File: src/common/core_defines.svh
/*
 * Sizing macros for the core control block.
 * Include this wherever a strand count or a word width is needed.
 * The strand count must be a power of two that matches the index width.
 */

`ifndef CORE_DEFINES_SVH
`define CORE_DEFINES_SVH

// Hardware strands in one core
`define STRANDS_PER_CORE 4

// Bits needed to number a strand
`define STRAND_INDEX_WIDTH 2

// Control register data width
`define CR_WORD_WIDTH 32

`endif

File: src/common/control_pkg.sv
/*
 * Types shared by the control register path.
 * Holds the register index map and the two views of a control register word.
 * Modules pull these in with a wildcard import in their header.
 */

`include "core_defines.svh"

package control_pkg;

	// Control register numbers as seen by the memory-access stage
	typedef enum logic [4:0]
	{
		cr_strand_id         = 5'd0,
		cr_exception_handler = 5'd1,
		cr_fault_address     = 5'd2,
		cr_strand_enable     = 5'd3,
		cr_halt_strand       = 5'd29,
		cr_halt              = 5'd31
	} cr_index_t;
	// Unlisted indices read as zero and drop writes

	// Core number fills whatever the strand number leaves
	typedef logic [`CR_WORD_WIDTH - `STRAND_INDEX_WIDTH - 1:0] core_number_t;

	// Layout of the read-only strand ID word
	typedef struct packed
	{
		core_number_t                    core;
		logic [`STRAND_INDEX_WIDTH - 1:0] strand;
	} strand_layout_t;

	// One control register word seen raw or as a strand ID
	typedef union packed
	{
		logic [`CR_WORD_WIDTH - 1:0] raw;
		strand_layout_t              id;
	} cr_word_t;

endpackage

File: src/common/cr_bus_if.sv
/*
 * One control register access between the access stage and the register file.
 * The stage drives the access; the register file answers with read data
 * in the same cycle. Read and write strobes are never high together.
 */

`include "core_defines.svh"

interface cr_bus_if
	import control_pkg::*;
();

	// Access fields
	logic [`STRAND_INDEX_WIDTH - 1:0] strand;
	cr_index_t                        index;
	logic                             read_en;
	logic                             write_en;
	logic [`CR_WORD_WIDTH - 1:0]      write_value;

	// Combinational answer for the current index and strand
	logic [`CR_WORD_WIDTH - 1:0]      read_value;

	// Access stage side
	modport stage (output strand, index, read_en, write_en, write_value,
		input read_value);

	// Register file side
	modport registers (input strand, index, read_en, write_en, write_value,
		output read_value);

endinterface

File: src/control/control_registers.sv
/*
 * Control register file for one core.
 * Holds the strand enable mask, the exception handler address and a saved
 * fault PC per strand. Writes and fault latching take one edge, reads are
 * combinational from the bus index and the accessing strand.
 */

`include "core_defines.svh"

module control_registers
	import control_pkg::*;
#(
	parameter int unsigned core_id = 0
)
(
	input  logic                             clk,
	input  logic                             reset,

	// Fault report from writeback
	input  logic                             wb_latch_fault,
	input  logic [`CR_WORD_WIDTH - 1:0]      wb_fault_pc,
	input  logic [`STRAND_INDEX_WIDTH - 1:0] wb_fault_strand,

	// Access from the memory-access stage
	cr_bus_if.registers                      bus,

	// Live register values for the rest of the core
	output logic [`STRANDS_PER_CORE - 1:0]   strand_enable,
	output logic [`CR_WORD_WIDTH - 1:0]      exception_handler_address
);

	logic [`CR_WORD_WIDTH - 1:0] saved_fault_pc [`STRANDS_PER_CORE];
	cr_word_t                    read_word;

	// Read multiplexer
	always_comb
	begin
		read_word.raw = '0;
		case (bus.index)
			cr_strand_id:
			begin
				// Core number above the strand that asked
				read_word.id.core = core_number_t'(core_id);
				read_word.id.strand = bus.strand;
			end
			cr_exception_handler: read_word.raw = exception_handler_address;
			cr_fault_address:     read_word.raw = saved_fault_pc[bus.strand];
			// Mask sits in the low bits, rest stays zero
			cr_strand_enable:     read_word.raw[`STRANDS_PER_CORE - 1:0] = strand_enable;
			default:              read_word.raw = '0;
		endcase
	end

	assign bus.read_value = read_word.raw;

	// Register updates
	always_ff @(posedge clk or posedge reset)
	begin
		if (reset)
		begin
			// Only strand 0 runs out of reset
			strand_enable <= `STRANDS_PER_CORE'(1);
			exception_handler_address <= '0;
			for (int i = 0; i < `STRANDS_PER_CORE; i++)
				saved_fault_pc[i] <= '0;
		end
		else
		begin
			if (bus.write_en)
			begin
				case (bus.index)
					cr_exception_handler: exception_handler_address <= bus.write_value;
					cr_strand_enable: strand_enable <= bus.write_value[`STRANDS_PER_CORE - 1:0];
					// Writer stops itself
					cr_halt_strand:   strand_enable[bus.strand] <= 1'b0;
					cr_halt:          strand_enable <= '0;
					default:          ;
				endcase
			end

			// Writeback fault goes into the reporting strand's PC slot
			if (wb_latch_fault)
				saved_fault_pc[wb_fault_strand] <= wb_fault_pc;
		end
	end

endmodule

File: src/flat_wrapper.sv
// flat-port wrapper written by rule: the top's interface ports become plain ports
module control_registers_flat import control_pkg::*;
#(
	parameter int unsigned core_id = 0
)
  (clk, reset, wb_latch_fault, wb_fault_pc, wb_fault_strand, strand_enable, exception_handler_address, bus_strand, bus_index, bus_read_en, bus_write_en, bus_write_value, bus_read_value);
  cr_bus_if bus_i ();
  input  logic clk;
  input  logic reset;
  input  logic wb_latch_fault;
  input  logic [`CR_WORD_WIDTH - 1:0] wb_fault_pc;
  input  logic [`STRAND_INDEX_WIDTH - 1:0] wb_fault_strand;
  output logic [`STRANDS_PER_CORE - 1:0] strand_enable;
  output logic [`CR_WORD_WIDTH - 1:0] exception_handler_address;
  input wire logic [$bits(bus_i.strand)-1:0] bus_strand;
  input wire logic [$bits(bus_i.index)-1:0] bus_index;
  input wire logic [$bits(bus_i.read_en)-1:0] bus_read_en;
  input wire logic [$bits(bus_i.write_en)-1:0] bus_write_en;
  input wire logic [$bits(bus_i.write_value)-1:0] bus_write_value;
  output wire logic [$bits(bus_i.read_value)-1:0] bus_read_value;
  assign bus_i.strand = bus_strand;
  assign bus_i.index = bus_index;
  assign bus_i.read_en = bus_read_en;
  assign bus_i.write_en = bus_write_en;
  assign bus_i.write_value = bus_write_value;
  assign bus_read_value = bus_i.read_value;
  control_registers #(.core_id(core_id)) u_core (.clk(clk), .reset(reset), .wb_latch_fault(wb_latch_fault), .wb_fault_pc(wb_fault_pc), .wb_fault_strand(wb_fault_strand), .bus(bus_i), .strand_enable(strand_enable), .exception_handler_address(exception_handler_address));
endmodule
File: config.mk
export PLATFORM = sky130hd
export DESIGN_NAME = control_registers_flat
export DESIGN_NICKNAME = d
export VERILOG_FILES = /design/src/common/control_pkg.sv /design/src/common/cr_bus_if.sv /design/src/control/control_registers.sv /design/src/flat_wrapper.sv
export VERILOG_INCLUDE_DIRS = /design/src /design/src/common
export SDC_FILE = /design/constraint.sdc
export NUM_CORES = 1
export LEC_CHECK = 0
export ABC_AREA = 1
export ABC_CLOCK_PERIOD_IN_PS = 6000
export BUFFER_PORTS_ARGS = -buffer_cell sky130_fd_sc_hd__buf_4
export CAP_MARGIN = 20
export CORE_MARGIN = 1
export CORE_UTILIZATION = 50
export DETAILED_ROUTE_END_ITERATION = 16
export GPL_TIMING_DRIVEN = 1
export MAX_ROUTING_LAYER = met4
export PLACE_DENSITY = 0.73
export SYNTH_ARGS = -nofsm -noshare
export SYNTH_HDL_FRONTEND = slang
export SYNTH_SLANG_ARGS = --single-unit
File: constraint.sdc
create_clock -name clk -period 6 [get_ports clk]
set_clock_uncertainty 0.15 [all_clocks]
set_input_delay 0.9 -clock clk [delete_from_list [all_inputs] [get_ports clk]]
set_output_delay 0.9 -clock clk [all_outputs]
set_load 0.02 [all_outputs]
==> summary.log <==
INFO  outcome        run_status=finished, final reports clean
INFO  power_and_ir_drop power.density_cell_area=321nW/um^2
INFO  clock_tree     clk_path_buf_depth=2
INFO  die            start_util=51.4%
INFO  timing         tns=0ns
INFO  worst_setup_path critical_path.startpoint_type=input pin
INFO  worst_setup_path worstPathRequired=4.95ns
INFO  power_and_ir_drop seq_power_share=47.5%
INFO  worst_setup_path critPathMaxFanout=22
INFO  die            floorplan.die.height=124um
INFO  logic_synthesis synth.top_cell.area_share=54.6%
INFO  power_and_ir_drop netSwitchingFraction=28.2%
INFO  logic_synthesis synth.top_cells.by_count=nand2_1, dfrtp_1, o21ai_0
INFO  clock_tree     clk-insertion-delay-late=0.43ns
INFO  logic_synthesis synthAdderAreaFrac=0%
INFO  worst_setup_path regToRegSetupSlack=4.83ns
INFO  power_and_ir_drop vdd.ir_drop.worst=231uV
INFO  die            placementRows=44
INFO  logic_synthesis synth.mux.area_fraction=0%
INFO  worst_setup_path worst-r2r-cell-count=6
INFO  logic_synthesis synth_edf_count=0
INFO  die            die-area=15400um^2
INFO  hold_path      hold_class=register to register
INFO  worst_setup_path cp_cell_sequence=buf_4 > nand2_1 > inv_1 > buf_4 > nand2_1 > nand4_1 > nand2_1 > nand2_1 > buf_4
INFO  worst_setup_path endpoint_arrival_time_on_the_critical_path=2.69ns
INFO  hold_path      hold_end=u_core.saved_fault_pc[37]
INFO  die            boundaryPins=146
INFO  clock_tree     clk_pin_slew_worst_paths=0.06ns
INFO  routing        totalWireLength=19.2mm
INFO  logic_synthesis synth-seq-area-share=54.9%
INFO  place          dp_cells=1223
INFO  clock_tree     cts_tree=done
INFO  logic_synthesis yosys-top-cells-area=dfrtp_1, nand2_1, o21ai_0
INFO  clock_tree     cts-buffers-inserted=17
INFO  logic_synthesis synth_xor_xnor_area_share=0%
INFO  finish         n_antenna_cell=0
INFO  worst_setup_path critPathMostFrequentCell=nand2_1
INFO  power_and_ir_drop cellLeakagePower=4.78nW
INFO  timing         fmax=267MHz
INFO  place          routabilityCongestion=0.883
INFO  timing         final_period_utilization=62.4%
INFO  clock_tree     tritoncts_num_sinks=164
INFO  routing        drt_iter0_markers=501
INFO  routing        drtPass1Iterations=5
INFO  logic_synthesis yosys_register_bits=164
INFO  clock_tree     ctsResizeCount=0
INFO  worst_setup_path timing.critical_path.to_type=output pin
INFO  worst_setup_path reg2reg_from=u_core.strand_enable[0]
INFO  power_and_ir_drop combPwrFrac=17.0%
INFO  worst_setup_path path_class=input pin to output pin
INFO  global_routing grt_overflow_total=0
INFO  run            max-cap-violations=0
INFO  worst_setup_path cpLargestDelayFamily=buffers and inverters
INFO  timing         setup_viol_count_final=0
INFO  global_routing grt_max_degree=67
INFO  global_routing grt_pass1_wl=31.7mm
INFO  logic_synthesis synthMostInstantiatedCell=nand2_1
INFO  timing         maxSlewViolCount=0
INFO  routing        ant_nets=0
INFO  die            core=14500um^2
INFO  worst_setup_path slowest_stage=inv_1
INFO  global_routing via_count_of_the_first_global_routing_pass=6334
INFO  clock_tree     cts.hold.buffers_added=0
INFO  logic_synthesis synth_cell_types=22
INFO  finish         finish.cell_count_without_fillers=1256
INFO  clock_tree     clock_tree.htree_level_count=4
INFO  routing        routed_via_density=5.22
INFO  hold_path      holdPathStages=2
INFO  worst_setup_path rr_endpoint=u_core.strand_enable[0]
INFO  power_and_ir_drop internal_power_component=2.12mW
INFO  clock_tree     post-cts-setup-buffers=0
INFO  finish         final_net_count=1137
INFO  timing         max_slew.worst_pin.slew=0.917ns
INFO  logic_synthesis dominant_combinational_cell_family_by_area_after_synthesis=simple AND/OR/NAND/NOR gates
INFO  worst_setup_path critical-path-max-stage-delay=0.67ns
INFO  hold_path      min_from=u_core.saved_fault_pc[37]
INFO  timing         unrepaired_setup_endpoints_after_global_routing=no
INFO  timing         min_period=3.74ns
INFO  routing        drt_drc_violations_left=0
INFO  global_routing number_of_antenna_violations_at_the_first_check_in_global_routing=0
INFO  logic_synthesis synth-compound-area-share=11.7%
INFO  logic_synthesis ys.flop_type=dfrtp_1
INFO  place          numPortBuffers=144
INFO  clock_tree     clk_root_buffer_cell=clkbuf_16
INFO  power_and_ir_drop switchingPower=832uW
INFO  routing        detail_route.wl_per_cell=15.3um
INFO  timing         timing.final.hold_violations=0
INFO  worst_setup_path worstPathBufferInverterCount=4
INFO  die            fp.dieW=124um
INFO  logic_synthesis synthCells=940
INFO  logic_synthesis post_synth.cell_area_avg=7.95um^2
INFO  timing         worst_slew_margin_rel=38.8%
INFO  logic_synthesis net_count_synth=1018
INFO  logic_synthesis synth-async-reset-ratio=100%
INFO  logic_synthesis yosysWarnings=0
INFO  finish         drive_above_1_share=18.7%
INFO  power_and_ir_drop proportion_of_power_drawn_by_the_clock_network=35.5%
INFO  logic_synthesis yosys.area_share.simple=27.1%
INFO  place          detailedPlacementHpwl=12.0mm
INFO  logic_synthesis post_synth_instance_area=7480um^2
INFO  routing        dr_total_vias=6556
INFO  finish         syn2layout_area_growth=23.0%
INFO  global_routing globalRouteTotalUtil=27.1%
INFO  logic_synthesis synth.largest_area_cell=dfrtp_1
-- final cells by class --
type | count | area, um^2
clock buffer | 28 | 517
clock inverter | 4 | 47.5
fill | 1343 | 5340
inverter | 52 | 200
multi-input combinational | 672 | 2930
sequential | 164 | 4110
tap | 184 | 230
timing repair buffer | 152 | 1160
-- tightest hold or removal path: stages (launching register included) --
cell	delay (ns)
dfrtp_1	0.34
nand2_1	0.05
o21ai_0	0.06
-- layout by cell type, fill, tap and decap left out, types with 2 or more instances in the layout --
cell type	synthesis	routed
dfrtp_1	163	163
nand3_1	9	5
nor2_1	9	8
nand4_1	34	34
o21ai_1	3	3
clkbuf_8	0	5
o21ai_2	2	2
buf_4	6	151
inv_1	48	47
nor2_4	3	5
clkinv_2	0	2
nor2_2	3	2
clkbuf_16	0	17
clkbuf_1	31	6
nand3_2	0	4
nand2_1	438	438
inv_2	4	4
o21ai_0	161	161
a21oi_1	6	6
-- state kept, by name, summed over array words and instances (netlist names) --
| name | flops |
|---|---|
| u_core.saved_fault_pc | 128 |
| u_core.exception_handler_address | 32 |
| u_core.strand_enable | 4 |
-- per-stage QoR --
step / area (um^2) / setup slack [ns] / total power [mW] / utilization [%] / hold slack (ns)
2_1_floorplan: 7480 / 0.518 / 1.70 / - / 0.303
3_3_place_gp: 8600 / 2.14 / 1.91 / 59.2 / 0.316
3_5_place_dp: 8600 / 2.13 / 1.92 / 59.2 / 0.323
4_1_cts: 9170 / 2.12 / 2.96 / 63.1 / 0.338
5_1_grt: 9200 / 2.12 / 3.09 / 63.3 / 0.353
6_report: 9200 / 2.26 / 2.95 / 63.3 / 0.333
-- layer usage --
layer  vias to the layer above  routed length (um)  track usage (%)
met5                         -                   0                -
met4                         0                 557             11.6
met3                        37                 988             5.50
met2                       192                9270             42.8
met1                      3084                8350             34.0
li1                       3243                   -                -
-- kinds of logic after synthesis --
kind of cell,count (synthesis)
AND/OR/NAND/NOR,499
AO/OA/AOI/OAI,173
flip-flops,164
buffers and inverters,104
-- power by group through the flow --
| stage | clock (mW) | combinational [mW] | sequential [mW] |
|---|---|---|---|
| final | 1.05 | 0.502 | 1.40 |
| after global routing | 1.10 | 0.569 | 1.42 |
| after CTS | 1.06 | 0.507 | 1.40 |
| after detailed placement | 0 | 0.505 | 1.42 |
| after global placement | 0 | 0.494 | 1.41 |
| after floorplan | 0 | 0.250 | 1.45 |
-- worst max path at each step --
stage | endpoint | depth (start not counted) | from | slack (ns)
after floorplan | u_core.exception_handler_address[0] | 1 | reset | 0.52
after global placement | bus_read_value[1] | 6 | bus_index[3] | 2.14
after detailed placement | bus_read_value[1] | 6 | bus_index[3] | 2.13
after CTS | bus_read_value[1] | 6 | bus_index[3] | 2.12
after global routing | bus_read_value[4] | 7 | bus_index[3] | 2.12
final | bus_read_value[22] | 9 | bus_strand[0] | 2.26
Power figures use the tool's default switching activity.
