File: config.mk
export PLATFORM = sky130hd
export DESIGN_NAME = cr_access_stage_flat
export DESIGN_NICKNAME = d
export VERILOG_FILES = /design/src/common/control_pkg.sv /design/src/common/cr_bus_if.sv /design/src/source/cr_access_stage.sv /design/src/flat_wrapper.sv
export VERILOG_INCLUDE_DIRS = /design/src /design/src/common
export SDC_FILE = /design/constraint.sdc
export NUM_CORES = 1
export LEC_CHECK = 0
export ABC_AREA = 1
export BUFFER_PORTS_ARGS = -buffer_cell sky130_fd_sc_hd__buf_2
export CORE_ASPECT_RATIO = 0.7
export CORE_UTILIZATION = 37
export CTS_CLUSTER_DIAMETER = 150
export DETAILED_ROUTE_END_ITERATION = 8
export PLACE_DENSITY_LB_ADDON = 0.12
export SETUP_SLACK_MARGIN = 0.2
export SLEW_MARGIN = 15
export SYNTH_ARGS = -nofsm -noshare
export SYNTH_HDL_FRONTEND = slang
export SYNTH_SLANG_ARGS = --single-unit
File: constraint.sdc
create_clock -name clk -period 2.14 [get_ports clk]
set_clock_uncertainty 0.15 [all_clocks]
set_input_delay 0.428 -clock clk [delete_from_list [all_inputs] [get_ports clk]]
set_output_delay 0.428 -clock clk [all_outputs]
set_load 0.1 [all_outputs]
File: src/common/core_defines.svh
/*
 * Sizing macros for the core control block.
 * Include this wherever a strand count or a word width is needed.
 * The strand count must be a power of two that matches the index width.
 */

`ifndef CORE_DEFINES_SVH
`define CORE_DEFINES_SVH

// Hardware strands in one core
`define STRANDS_PER_CORE 4

// Bits needed to number a strand
`define STRAND_INDEX_WIDTH 2

// Control register data width
`define CR_WORD_WIDTH 32

`endif

File: src/common/control_pkg.sv
/*
 * Types shared by the control register path.
 * Holds the register index map and the two views of a control register word.
 * Modules pull these in with a wildcard import in their header.
 */

`include "core_defines.svh"

package control_pkg;

	// Control register numbers as seen by the memory-access stage
	typedef enum logic [4:0]
	{
		cr_strand_id         = 5'd0,
		cr_exception_handler = 5'd1,
		cr_fault_address     = 5'd2,
		cr_strand_enable     = 5'd3,
		cr_halt_strand       = 5'd29,
		cr_halt              = 5'd31
	} cr_index_t;
	// Unlisted indices read as zero and drop writes

	// Core number fills whatever the strand number leaves
	typedef logic [`CR_WORD_WIDTH - `STRAND_INDEX_WIDTH - 1:0] core_number_t;

	// Layout of the read-only strand ID word
	typedef struct packed
	{
		core_number_t                    core;
		logic [`STRAND_INDEX_WIDTH - 1:0] strand;
	} strand_layout_t;

	// One control register word seen raw or as a strand ID
	typedef union packed
	{
		logic [`CR_WORD_WIDTH - 1:0] raw;
		strand_layout_t              id;
	} cr_word_t;

endpackage

File: src/common/cr_bus_if.sv
/*
 * One control register access between the access stage and the register file.
 * The stage drives the access; the register file answers with read data
 * in the same cycle. Read and write strobes are never high together.
 */

`include "core_defines.svh"

interface cr_bus_if
	import control_pkg::*;
();

	// Access fields
	logic [`STRAND_INDEX_WIDTH - 1:0] strand;
	cr_index_t                        index;
	logic                             read_en;
	logic                             write_en;
	logic [`CR_WORD_WIDTH - 1:0]      write_value;

	// Combinational answer for the current index and strand
	logic [`CR_WORD_WIDTH - 1:0]      read_value;

	// Access stage side
	modport stage (output strand, index, read_en, write_en, write_value,
		input read_value);

	// Register file side
	modport registers (input strand, index, read_en, write_en, write_value,
		output read_value);

endinterface

File: src/source/cr_access_stage.sv
/*
 * Memory-access to writeback boundary for control register accesses.
 * Registers the incoming access onto the control register bus, then
 * registers the read answer for writeback. No back-pressure on this path.
 */

`include "core_defines.svh"

module cr_access_stage
	import control_pkg::*;
(
	input  logic                             clk,
	input  logic                             reset,

	// Access from the memory-access stage
	input  logic [`STRAND_INDEX_WIDTH - 1:0] ma_strand,
	input  cr_index_t                        ma_index,
	input  logic                             ma_read_en,
	input  logic                             ma_write_en,
	input  logic [`CR_WORD_WIDTH - 1:0]      ma_write_value,

	// Toward the register file
	cr_bus_if.stage                          bus,

	// Read result for writeback
	output logic                             wb_read_valid,
	output logic [`CR_WORD_WIDTH - 1:0]      wb_read_value
);

	// Access strobes and the writeback valid
	always_ff @(posedge clk or posedge reset)
	begin
		if (reset)
		begin
			bus.read_en <= 1'b0;
			bus.write_en <= 1'b0;
			wb_read_valid <= 1'b0;
		end
		else
		begin
			bus.read_en <= ma_read_en;
			bus.write_en <= ma_write_en;
			// One cycle pulse per staged read
			wb_read_valid <= bus.read_en;
		end
	end

	// Access payload and the read capture
	always_ff @(posedge clk)
	begin
		bus.strand <= ma_strand;
		bus.index <= ma_index;
		bus.write_value <= ma_write_value;

		// Capture the answer while the read is on the bus
		if (bus.read_en)
			wb_read_value <= bus.read_value;
	end

endmodule

File: src/flat_wrapper.sv
// flat-port wrapper written by rule: the top's interface ports become plain ports
module cr_access_stage_flat import control_pkg::*;
  (clk, reset, ma_strand, ma_index, ma_read_en, ma_write_en, ma_write_value, wb_read_valid, wb_read_value, bus_strand, bus_index, bus_read_en, bus_write_en, bus_write_value, bus_read_value);
  cr_bus_if bus_i ();
  input  logic clk;
  input  logic reset;
  input  logic [`STRAND_INDEX_WIDTH - 1:0] ma_strand;
  input  cr_index_t ma_index;
  input  logic ma_read_en;
  input  logic ma_write_en;
  input  logic [`CR_WORD_WIDTH - 1:0] ma_write_value;
  output logic wb_read_valid;
  output logic [`CR_WORD_WIDTH - 1:0] wb_read_value;
  output wire logic [$bits(bus_i.strand)-1:0] bus_strand;
  output wire logic [$bits(bus_i.index)-1:0] bus_index;
  output wire logic [$bits(bus_i.read_en)-1:0] bus_read_en;
  output wire logic [$bits(bus_i.write_en)-1:0] bus_write_en;
  output wire logic [$bits(bus_i.write_value)-1:0] bus_write_value;
  input wire logic [$bits(bus_i.read_value)-1:0] bus_read_value;
  assign bus_strand = bus_i.strand;
  assign bus_index = bus_i.index;
  assign bus_read_en = bus_i.read_en;
  assign bus_write_en = bus_i.write_en;
  assign bus_write_value = bus_i.write_value;
  assign bus_i.read_value = bus_read_value;
  cr_access_stage u_core (.clk(clk), .reset(reset), .ma_strand(ma_strand), .ma_index(ma_index), .ma_read_en(ma_read_en), .ma_write_en(ma_write_en), .ma_write_value(ma_write_value), .bus(bus_i), .wb_read_valid(wb_read_valid), .wb_read_value(wb_read_value));
endmodule
==> metrics.md, run 1 <==
| Metric | Value |
|---|---|
| Status | finished, final reports clean |
| Postcts setup bufs | 0 |
| # H-tree levels | 3 |
| Combinational share of power | roughly a fifth |
| First-pass GRT wire length | approximately 5000 um |
| Maximum vdd drop | 0.000644 V |
| Final setup fails | 0 |
| Worst Path Buf+Inv | 1 |
| Total clock sinks | 74 |
| GRT Util Overall | 14.2% |
| Slowest CP cell | dfrtp_2 |
| Ys async rst share | 4.05% |
| Total CTS buffers | 9 |
| Critical path class | flop to primary output |
| Power per cell area | between 1000 and 1500 nW/um2 |
| NetSw | 1.09 mW |
| Largest net degree at the start of global routing | 19 |
| Core Area | 4530 um2 |
| Crit-path max cell delay | 0.63 ns |
| Synth Cell Area | about 1800 um2 |
| Pleak | approximately 1.4 nW |
| Hold WC Path Type | input port to flop |
| Slew margin rel. | 66.9% |
| Row count | 20 |
| Seq pwr share | 48.7% |
| Layout cell share with drive strength beyond 1 | 68.0% |
| Share of the cycle needed by the critical path after routing | 82.9% |
| Die height | 60.7 um |
| Initial antenna violation count | 0 |
| Clk slew on worst S/H paths | 0.07 ns |
| Setup crit end kind | primary output |
| Final min period | 1.77 ns |
| Mapped Avg Cell Area | 24.3 um2 |
| Sequential area share after synthesis | approximately 100% |
| IO buf count | 148 |
| DRC | 0 |
| Final #Nets | 311 |
| Critical path data required time | around 1.6 ns |
| Reg2Reg Capture Point | u_core.wb_read_value[14] |
| Worst setup path endpoint | bus_read_en |
| Clock Latency Late Sink | 0.33 ns |
| Pre-antenna DRT Iters | 4 |
| MaxCap Viol Count | 0 |
| Vias in the first global route | 1081 |
| Syn-to-layout area delta | 57.0% |
| Post-CTS Resized | 0 |
| Crit path launch | u_core.bus.read_en |
| Post-route ant nets | 0 |
| Largest delay contributor family on the critical path | flip-flops |
| Hold-fix buffers, CTS | 1 |
| WP data arrival | between 1 and 1.5 ns |
| Top cell type's share of synthesized area | 52.8% |
| GPL Wtd Cong | 0.745 |
| Fin. Hold Viols | 0 |
| Hold path depth | 1 |
| Final HPWL DP | between 2000 and 3000 um |
| Top FF cell, synth | dfxtp_1 |
| Top cells by count, synth | dfxtp_1 (39), edfxtp_1 (32), dfrtp_1 (3) |
| CP max FO | 18 |
| Initial Util | 40.2% |
| Post-synthesis cell count | 75 |
| Max clock buf depth | 2 |
| Vias after detailed routing | around 1200 |
| Syn Nets | 150 |
| R2R depth | 1 |
| Post-synth EDFFs | 32 |
| Max Fclk | 564 MHz |
| Clock share of power | about 30% |
| Synth area leaders | edfxtp_1 (53%), dfxtp_1 (43%), dfrtp_1 (4.1%) |
| Die ar. | 5210 um2 |
| Aggregate global routing overflow | 0 |
| Most frequent cell after synthesis | dfxtp_1 |
| Unrepaired setup endpoints after global routing | false |
| R2r setup slk | 0.71 ns |
| Switching Fraction | around a third |
| Register bit total from synthesis | 74 |
| Clock Root Buffer | clkbuf_8 |
| Drt initial violations | 26 |
| Multi-input combinational gate total | 0 |
| Crit path depth | 1 |
| Crit path cell chain | buf_12 |
| Synth warn | 0 |
| Final WL | roughly 3700 um |
| DIE WIDTH | 85.8 um |
| Actual slew at the worst max-slew pin | 0.500 ns |
| Reg2reg start | u_core.bus.read_en |
| DR WL/cell | between 10 and 15 um |
| Distinct cells, synth | 4 |
| N_diodes | 0 |
| Setup TNS | 0 ns |
| Multi-input gate area | 0 um2 |
| Slew Limit Fails | 0 |
| Via density | 3.95 |
| Util after Layout | 63.1% |
| Area leader, netlist | edfxtp_1 |
| CP Launch Type | flop |
| CTS tree | built |
| Int Pwr | 2.14 mW |
| I/O pin count | approximately 150 |
[layer usage]
| layer | part of all wire [%] | routed length, um | global-route usage, % | vias to the layer above |
|---|---|---|---|---|
| met1 | 42 | 1560 | 15.4 | 532 |
| li1 | - | - | - | 583 |
| met3 | 11 | 422 | 8.98 | 7 |
| met4 | 1.8 | 67 | 9.29 | 0 |
| met2 | 45 | 1650 | 21.1 | 90 |
| met5 | 0 | 0 | 0 | - |
[power groups by stage]
stage          Clock (mW)  Combinational [mW]  Sequential (mW)
2_1_floorplan           0            0.000985             2.16
3_3_place_gp            0               0.691             1.61
3_5_place_dp            0               0.692             1.61
4_1_cts              1.00               0.695             1.57
5_1_grt              1.05               0.709             1.58
6_report            0.964               0.692             1.57
[worst min-delay path by stage]
stage | slack [ns] | endpoint | start
floorplan | 0.03 | u_core.bus.write_en | reset
global placement | 0.15 | u_core.bus.write_en | reset
detailed placement | 0.15 | u_core.bus.write_en | reset
CTS | 0.01 | u_core.bus.write_value[1] | ma_write_value[1]
global route | 0.007 | u_core.bus.write_value[26] | ma_write_value[26]
finish | 0.03 | u_core.bus.write_value[1] | ma_write_value[1]
[cell type report]
| cell class | count | area, um2 |
|---|---|---|
| sequential | 74 | 1820 |
| fill | 387 | 1670 |
| timing repair buffer | 150 | 773 |
| clock buffer | 12 | 156 |
| tap | 66 | 82.6 |
| clock inverter | 4 | 25.0 |
| inverter | 1 | 3.75 |
[logic make-up (layout without fill, tap and decap cells)]
| family | after synthesis | in the layout | share of synthesized area, % |
|---|---|---|---|
| buffers and inverters | 1 | 167 | 0.206 |
| flip-flops | 74 | 74 | 99.8 |
[cell usage in the layout (no fill, tap or decap)]
cell type      netlist  final
buf_12               0      1
buf_2                0    147
buf_4                0      1
clkbuf_1             0      2
clkbuf_16            0      1
clkbuf_8             0      9
clkinv_2             0      2
clkinv_4             0      1
dfrtp_1              3      2
dfrtp_2              0      1
dfxtp_1             39     39
dlygate4sd3_1        0      1
edfxtp_1            32     32
inv_1                1      1
inv_4                0      1
[sequential cells by signal (all words and copies together) (netlist names)]
signal / flops
u_core.bus.write_en: 1
u_core.bus.index: 5
u_core.bus.write_value: 32
u_core.bus.read_en: 1
u_core.bus.strand: 2
u_core.wb_read_value: 32
u_core.wb_read_valid: 1
[metrics by stage]
stage	cell area [um2]	power (mW)	hold slack [ns]	instances	worst slack, ns
finish	2860	3.23	0.0315	307	0.366
global route	2860	3.34	0.00700	307	0.308
CTS	2860	3.27	0.0125	307	0.335
detailed placement	2670	2.30	0.148	290	0.709
global placement	2670	2.30	0.149	290	0.722
floorplan	1820	2.16	0.0316	75	0.562
Power figures use the tool's default switching activity.
==> inputs of run 2 (changes only) <==
Settings changed: CORE_UTILIZATION 37 to 34.
Clock period 2.14 ns to 1.5 ns, I/O delays scaled along.
==> run 2 against run 1 <==
Net effect: non-clock buffer count is 80 higher; worst setup slack got worse by 0.33 ns; largest cell class is now non-clock buffers; die area increased by 8.6%; sequential power is 48% higher; sequential share of layout area fell by 24 points; critical path type unchanged.
==> metrics.md, run 2 (synthesis results as in run 1) <==
| Metric | Value |
|---|---|
| Inst Count DP | 293 (+1.0%) |
| Power per cell area | 1150 nW/um2 (+1.5%) |
| Combinational share of power | 27.9% (+6.5 points) |
| Aggregate global routing overflow | 0 (unchanged) |
| WP data arrival | 1.01 ns (-0.19 ns) |
| CP max FO | 2 (-16) |
| Setup crit end kind | primary output |
| Worst Path Buf+Inv | 1 (unchanged) |
| I/O pin count | 149 (unchanged) |
| Multi-input gate area | 0 um2 (unchanged) |
| Die height | 63.2 um (+4.2%) |
| Final WL | 9330 um (+150%) |
| Clock Root Buffer | clkbuf_8 |
| Critical path data required time | 1.05 ns (-0.51 ns) |
| Vias in the first global route | 1909 (+77%) |
| Share of the cycle needed by the critical path after routing | between 90% and 100% |
| Largest delay contributor family on the critical path | flip-flops |
| Critical path class | flop to primary output |
| Syn-to-layout area delta | 159% |
| Slew Limit Fails | 0 (unchanged) |
| Final HPWL DP | 2900 um (+8.0%) |
| Total CTS buffers | 9 (unchanged) |
| Initial Util | 36.7% (-3.5 points) |
| Pre-antenna DRT Iters | 4 (unchanged) |
| Clock Latency Late Sink | 0.34 ns (about the same) |
| Post-route design area | 4720 um2 (+65%) |
| Via density | 4.37 (+11%) |
| GRT Util Overall | 25.9% (+12 points) |
| Status | finished, final reports clean |
| Final #Nets | 391 (+26%) |
| NetSw | 1.81 mW (+67%) |
| Crit path cell chain | buf_12 |
| Seq pwr share | 42.9% (-5.8 points) |
| Crit path launch | u_core.bus.read_en |
| Total clock sinks | 74 (unchanged) |
| GPL Wtd Cong | 0.718 (-3.5%) |
| Actual slew at the worst max-slew pin | 0.214 ns (-0.287 ns) |
| MaxCap Viol Count | 0 (unchanged) |
| CP Launch Type | flop |
| # H-tree levels | 3 (unchanged) |
| Reg2reg start | u_core.bus.read_en |
| Post-route ant nets | 0 (unchanged) |
| First-pass GRT wire length | 10100 um (+100%) |
| Final min period | 1.46 ns |
| Final setup fails | 0 (unchanged) |
| Slowest CP cell | dfrtp_4 |
| Setup TNS | 0 ns (unchanged) |
| Hold WC Path Type | input port to asynchronous set/reset pin |
| Filler-free cell count of the finished design | 391 (+27%) |
| CTS tree | built |
| Pre-CTS setup slack | 0.293 ns (-0.416 ns) |
| Multi-input combinational gate total | 0 (unchanged) |
| Unrepaired setup endpoints after global routing | true |
| Clk slew on worst S/H paths | 0.08 ns (about the same) |
| Die ar. | 5660 um2 (+8.6%) |
| Layout cell share with drive strength beyond 1 | 66.0% (-2.0 points) |
| Drt initial violations | 72 (+180%) |
| Initial antenna violation count | 1 (+1) |
| Util after Layout | 95.1% (+32 points) |
| Largest registers | u_core.bus.write_value x32, u_core.wb_read_value x32, u_core.bus.index x5 |
| Most frequent cells in the layout | dlygate4sd3_1 (74), buf_2 (74), buf_12 (58) |
| DR WL/cell | 23.9 um (+98%) |
| Largest net degree at the start of global routing | 26 (+7) |
| Vias after detailed routing | 1710 (+41%) |
| Cell Area, Placed | 3010 um2 (+13%) |
| Clock share of power | 29.1% (-0.7 points) |
| Core Area | 4970 um2 (+9.6%) |
| IO buf count | 148 (unchanged) |
| Max Fclk | 685 MHz |
| Int Pwr | 3.60 mW (+68%) |
| Max clock buf depth | 2 (unchanged) |
| DRC | 0 (unchanged) |
| Post-route setup slack | 0.0393 ns (-0.326 ns) |
| Maximum vdd drop | 0.00104 V (+61%) |
| Switching Fraction | 33.4% (-0.22 points) |
| Slew margin rel. | 85.8% (+19 points) |
| DIE WIDTH | 89.5 um (+4.2%) |
| Crit-path max cell delay | 0.50 ns (-0.13 ns) |
| Fin. Hold Viols | 0 (unchanged) |
| Row count | 21 (+5.0%) |
| Pleak | 2.08 nW (+52%) |
==> run 2: worst paths after layout <==
check / endpoint / slack [ns] / cells past startpoint
worst max-delay path: bus_read_en / 0.04 / 1
worst min-delay path: u_core.bus.write_en / 0.24 / 3
worst max register to register: u_core.wb_read_value[18] / 0.16 / 3
worst min register to register: u_core.wb_read_value[29] / 0.68 / 2
max in group asynchronous: u_core.bus.read_en / 0.79 / 3
min in group clk: u_core.bus.write_value[25] / 0.44 / 2
==> run 2: power groups by stage <==
stage	logic (mW)	clock network, mW	registers, mW
after floorplan	0.00140	0	3.09
after global placement	1.07	0	2.31
after detailed placement	1.08	0	2.32
after CTS	1.43	1.51	2.31
after global routing	1.54	1.67	2.33
final	1.51	1.58	2.33
==> run 2: final cells by class <==
class,count,area (um2)
clock inverters,3,17.5
inverters,1,3.75
clock buffers,13,181
well taps,69,86.3
flip-flops and latches,74,1870
fillers,115,244
repair buffers,230,2560
diodes,1,2.50
==> run 2: per-stage QoR <==
stage	power [mW]	hold slack (ns)
6_report	5.42	0.238
4_1_cts	5.25	0.214
2_1_floorplan	3.09	-0.0965
3_3_place_gp	3.39	0.0319
3_5_place_dp	3.39	0.0347
5_1_grt	5.54	0.235
==> run 2: layer usage <==
layer,vias to the layer above,wire (um),global-route usage (%)
met2,120,5150,49.0
met1,826,2980,23.2
li1,745,-,-
met4,0,302,8.93
met3,19,898,12.6
met5,-,0,0
==> run 2: timing repair <==
item                                   CTS  global route
endpoints found under the hold margin   76             0
hold buffers                            74             0
buffers inserted                         1             3
gates resized for setup                183             4
pin swaps                                0             0
gates cloned                             0             3
setup endpoints to repair               74            93
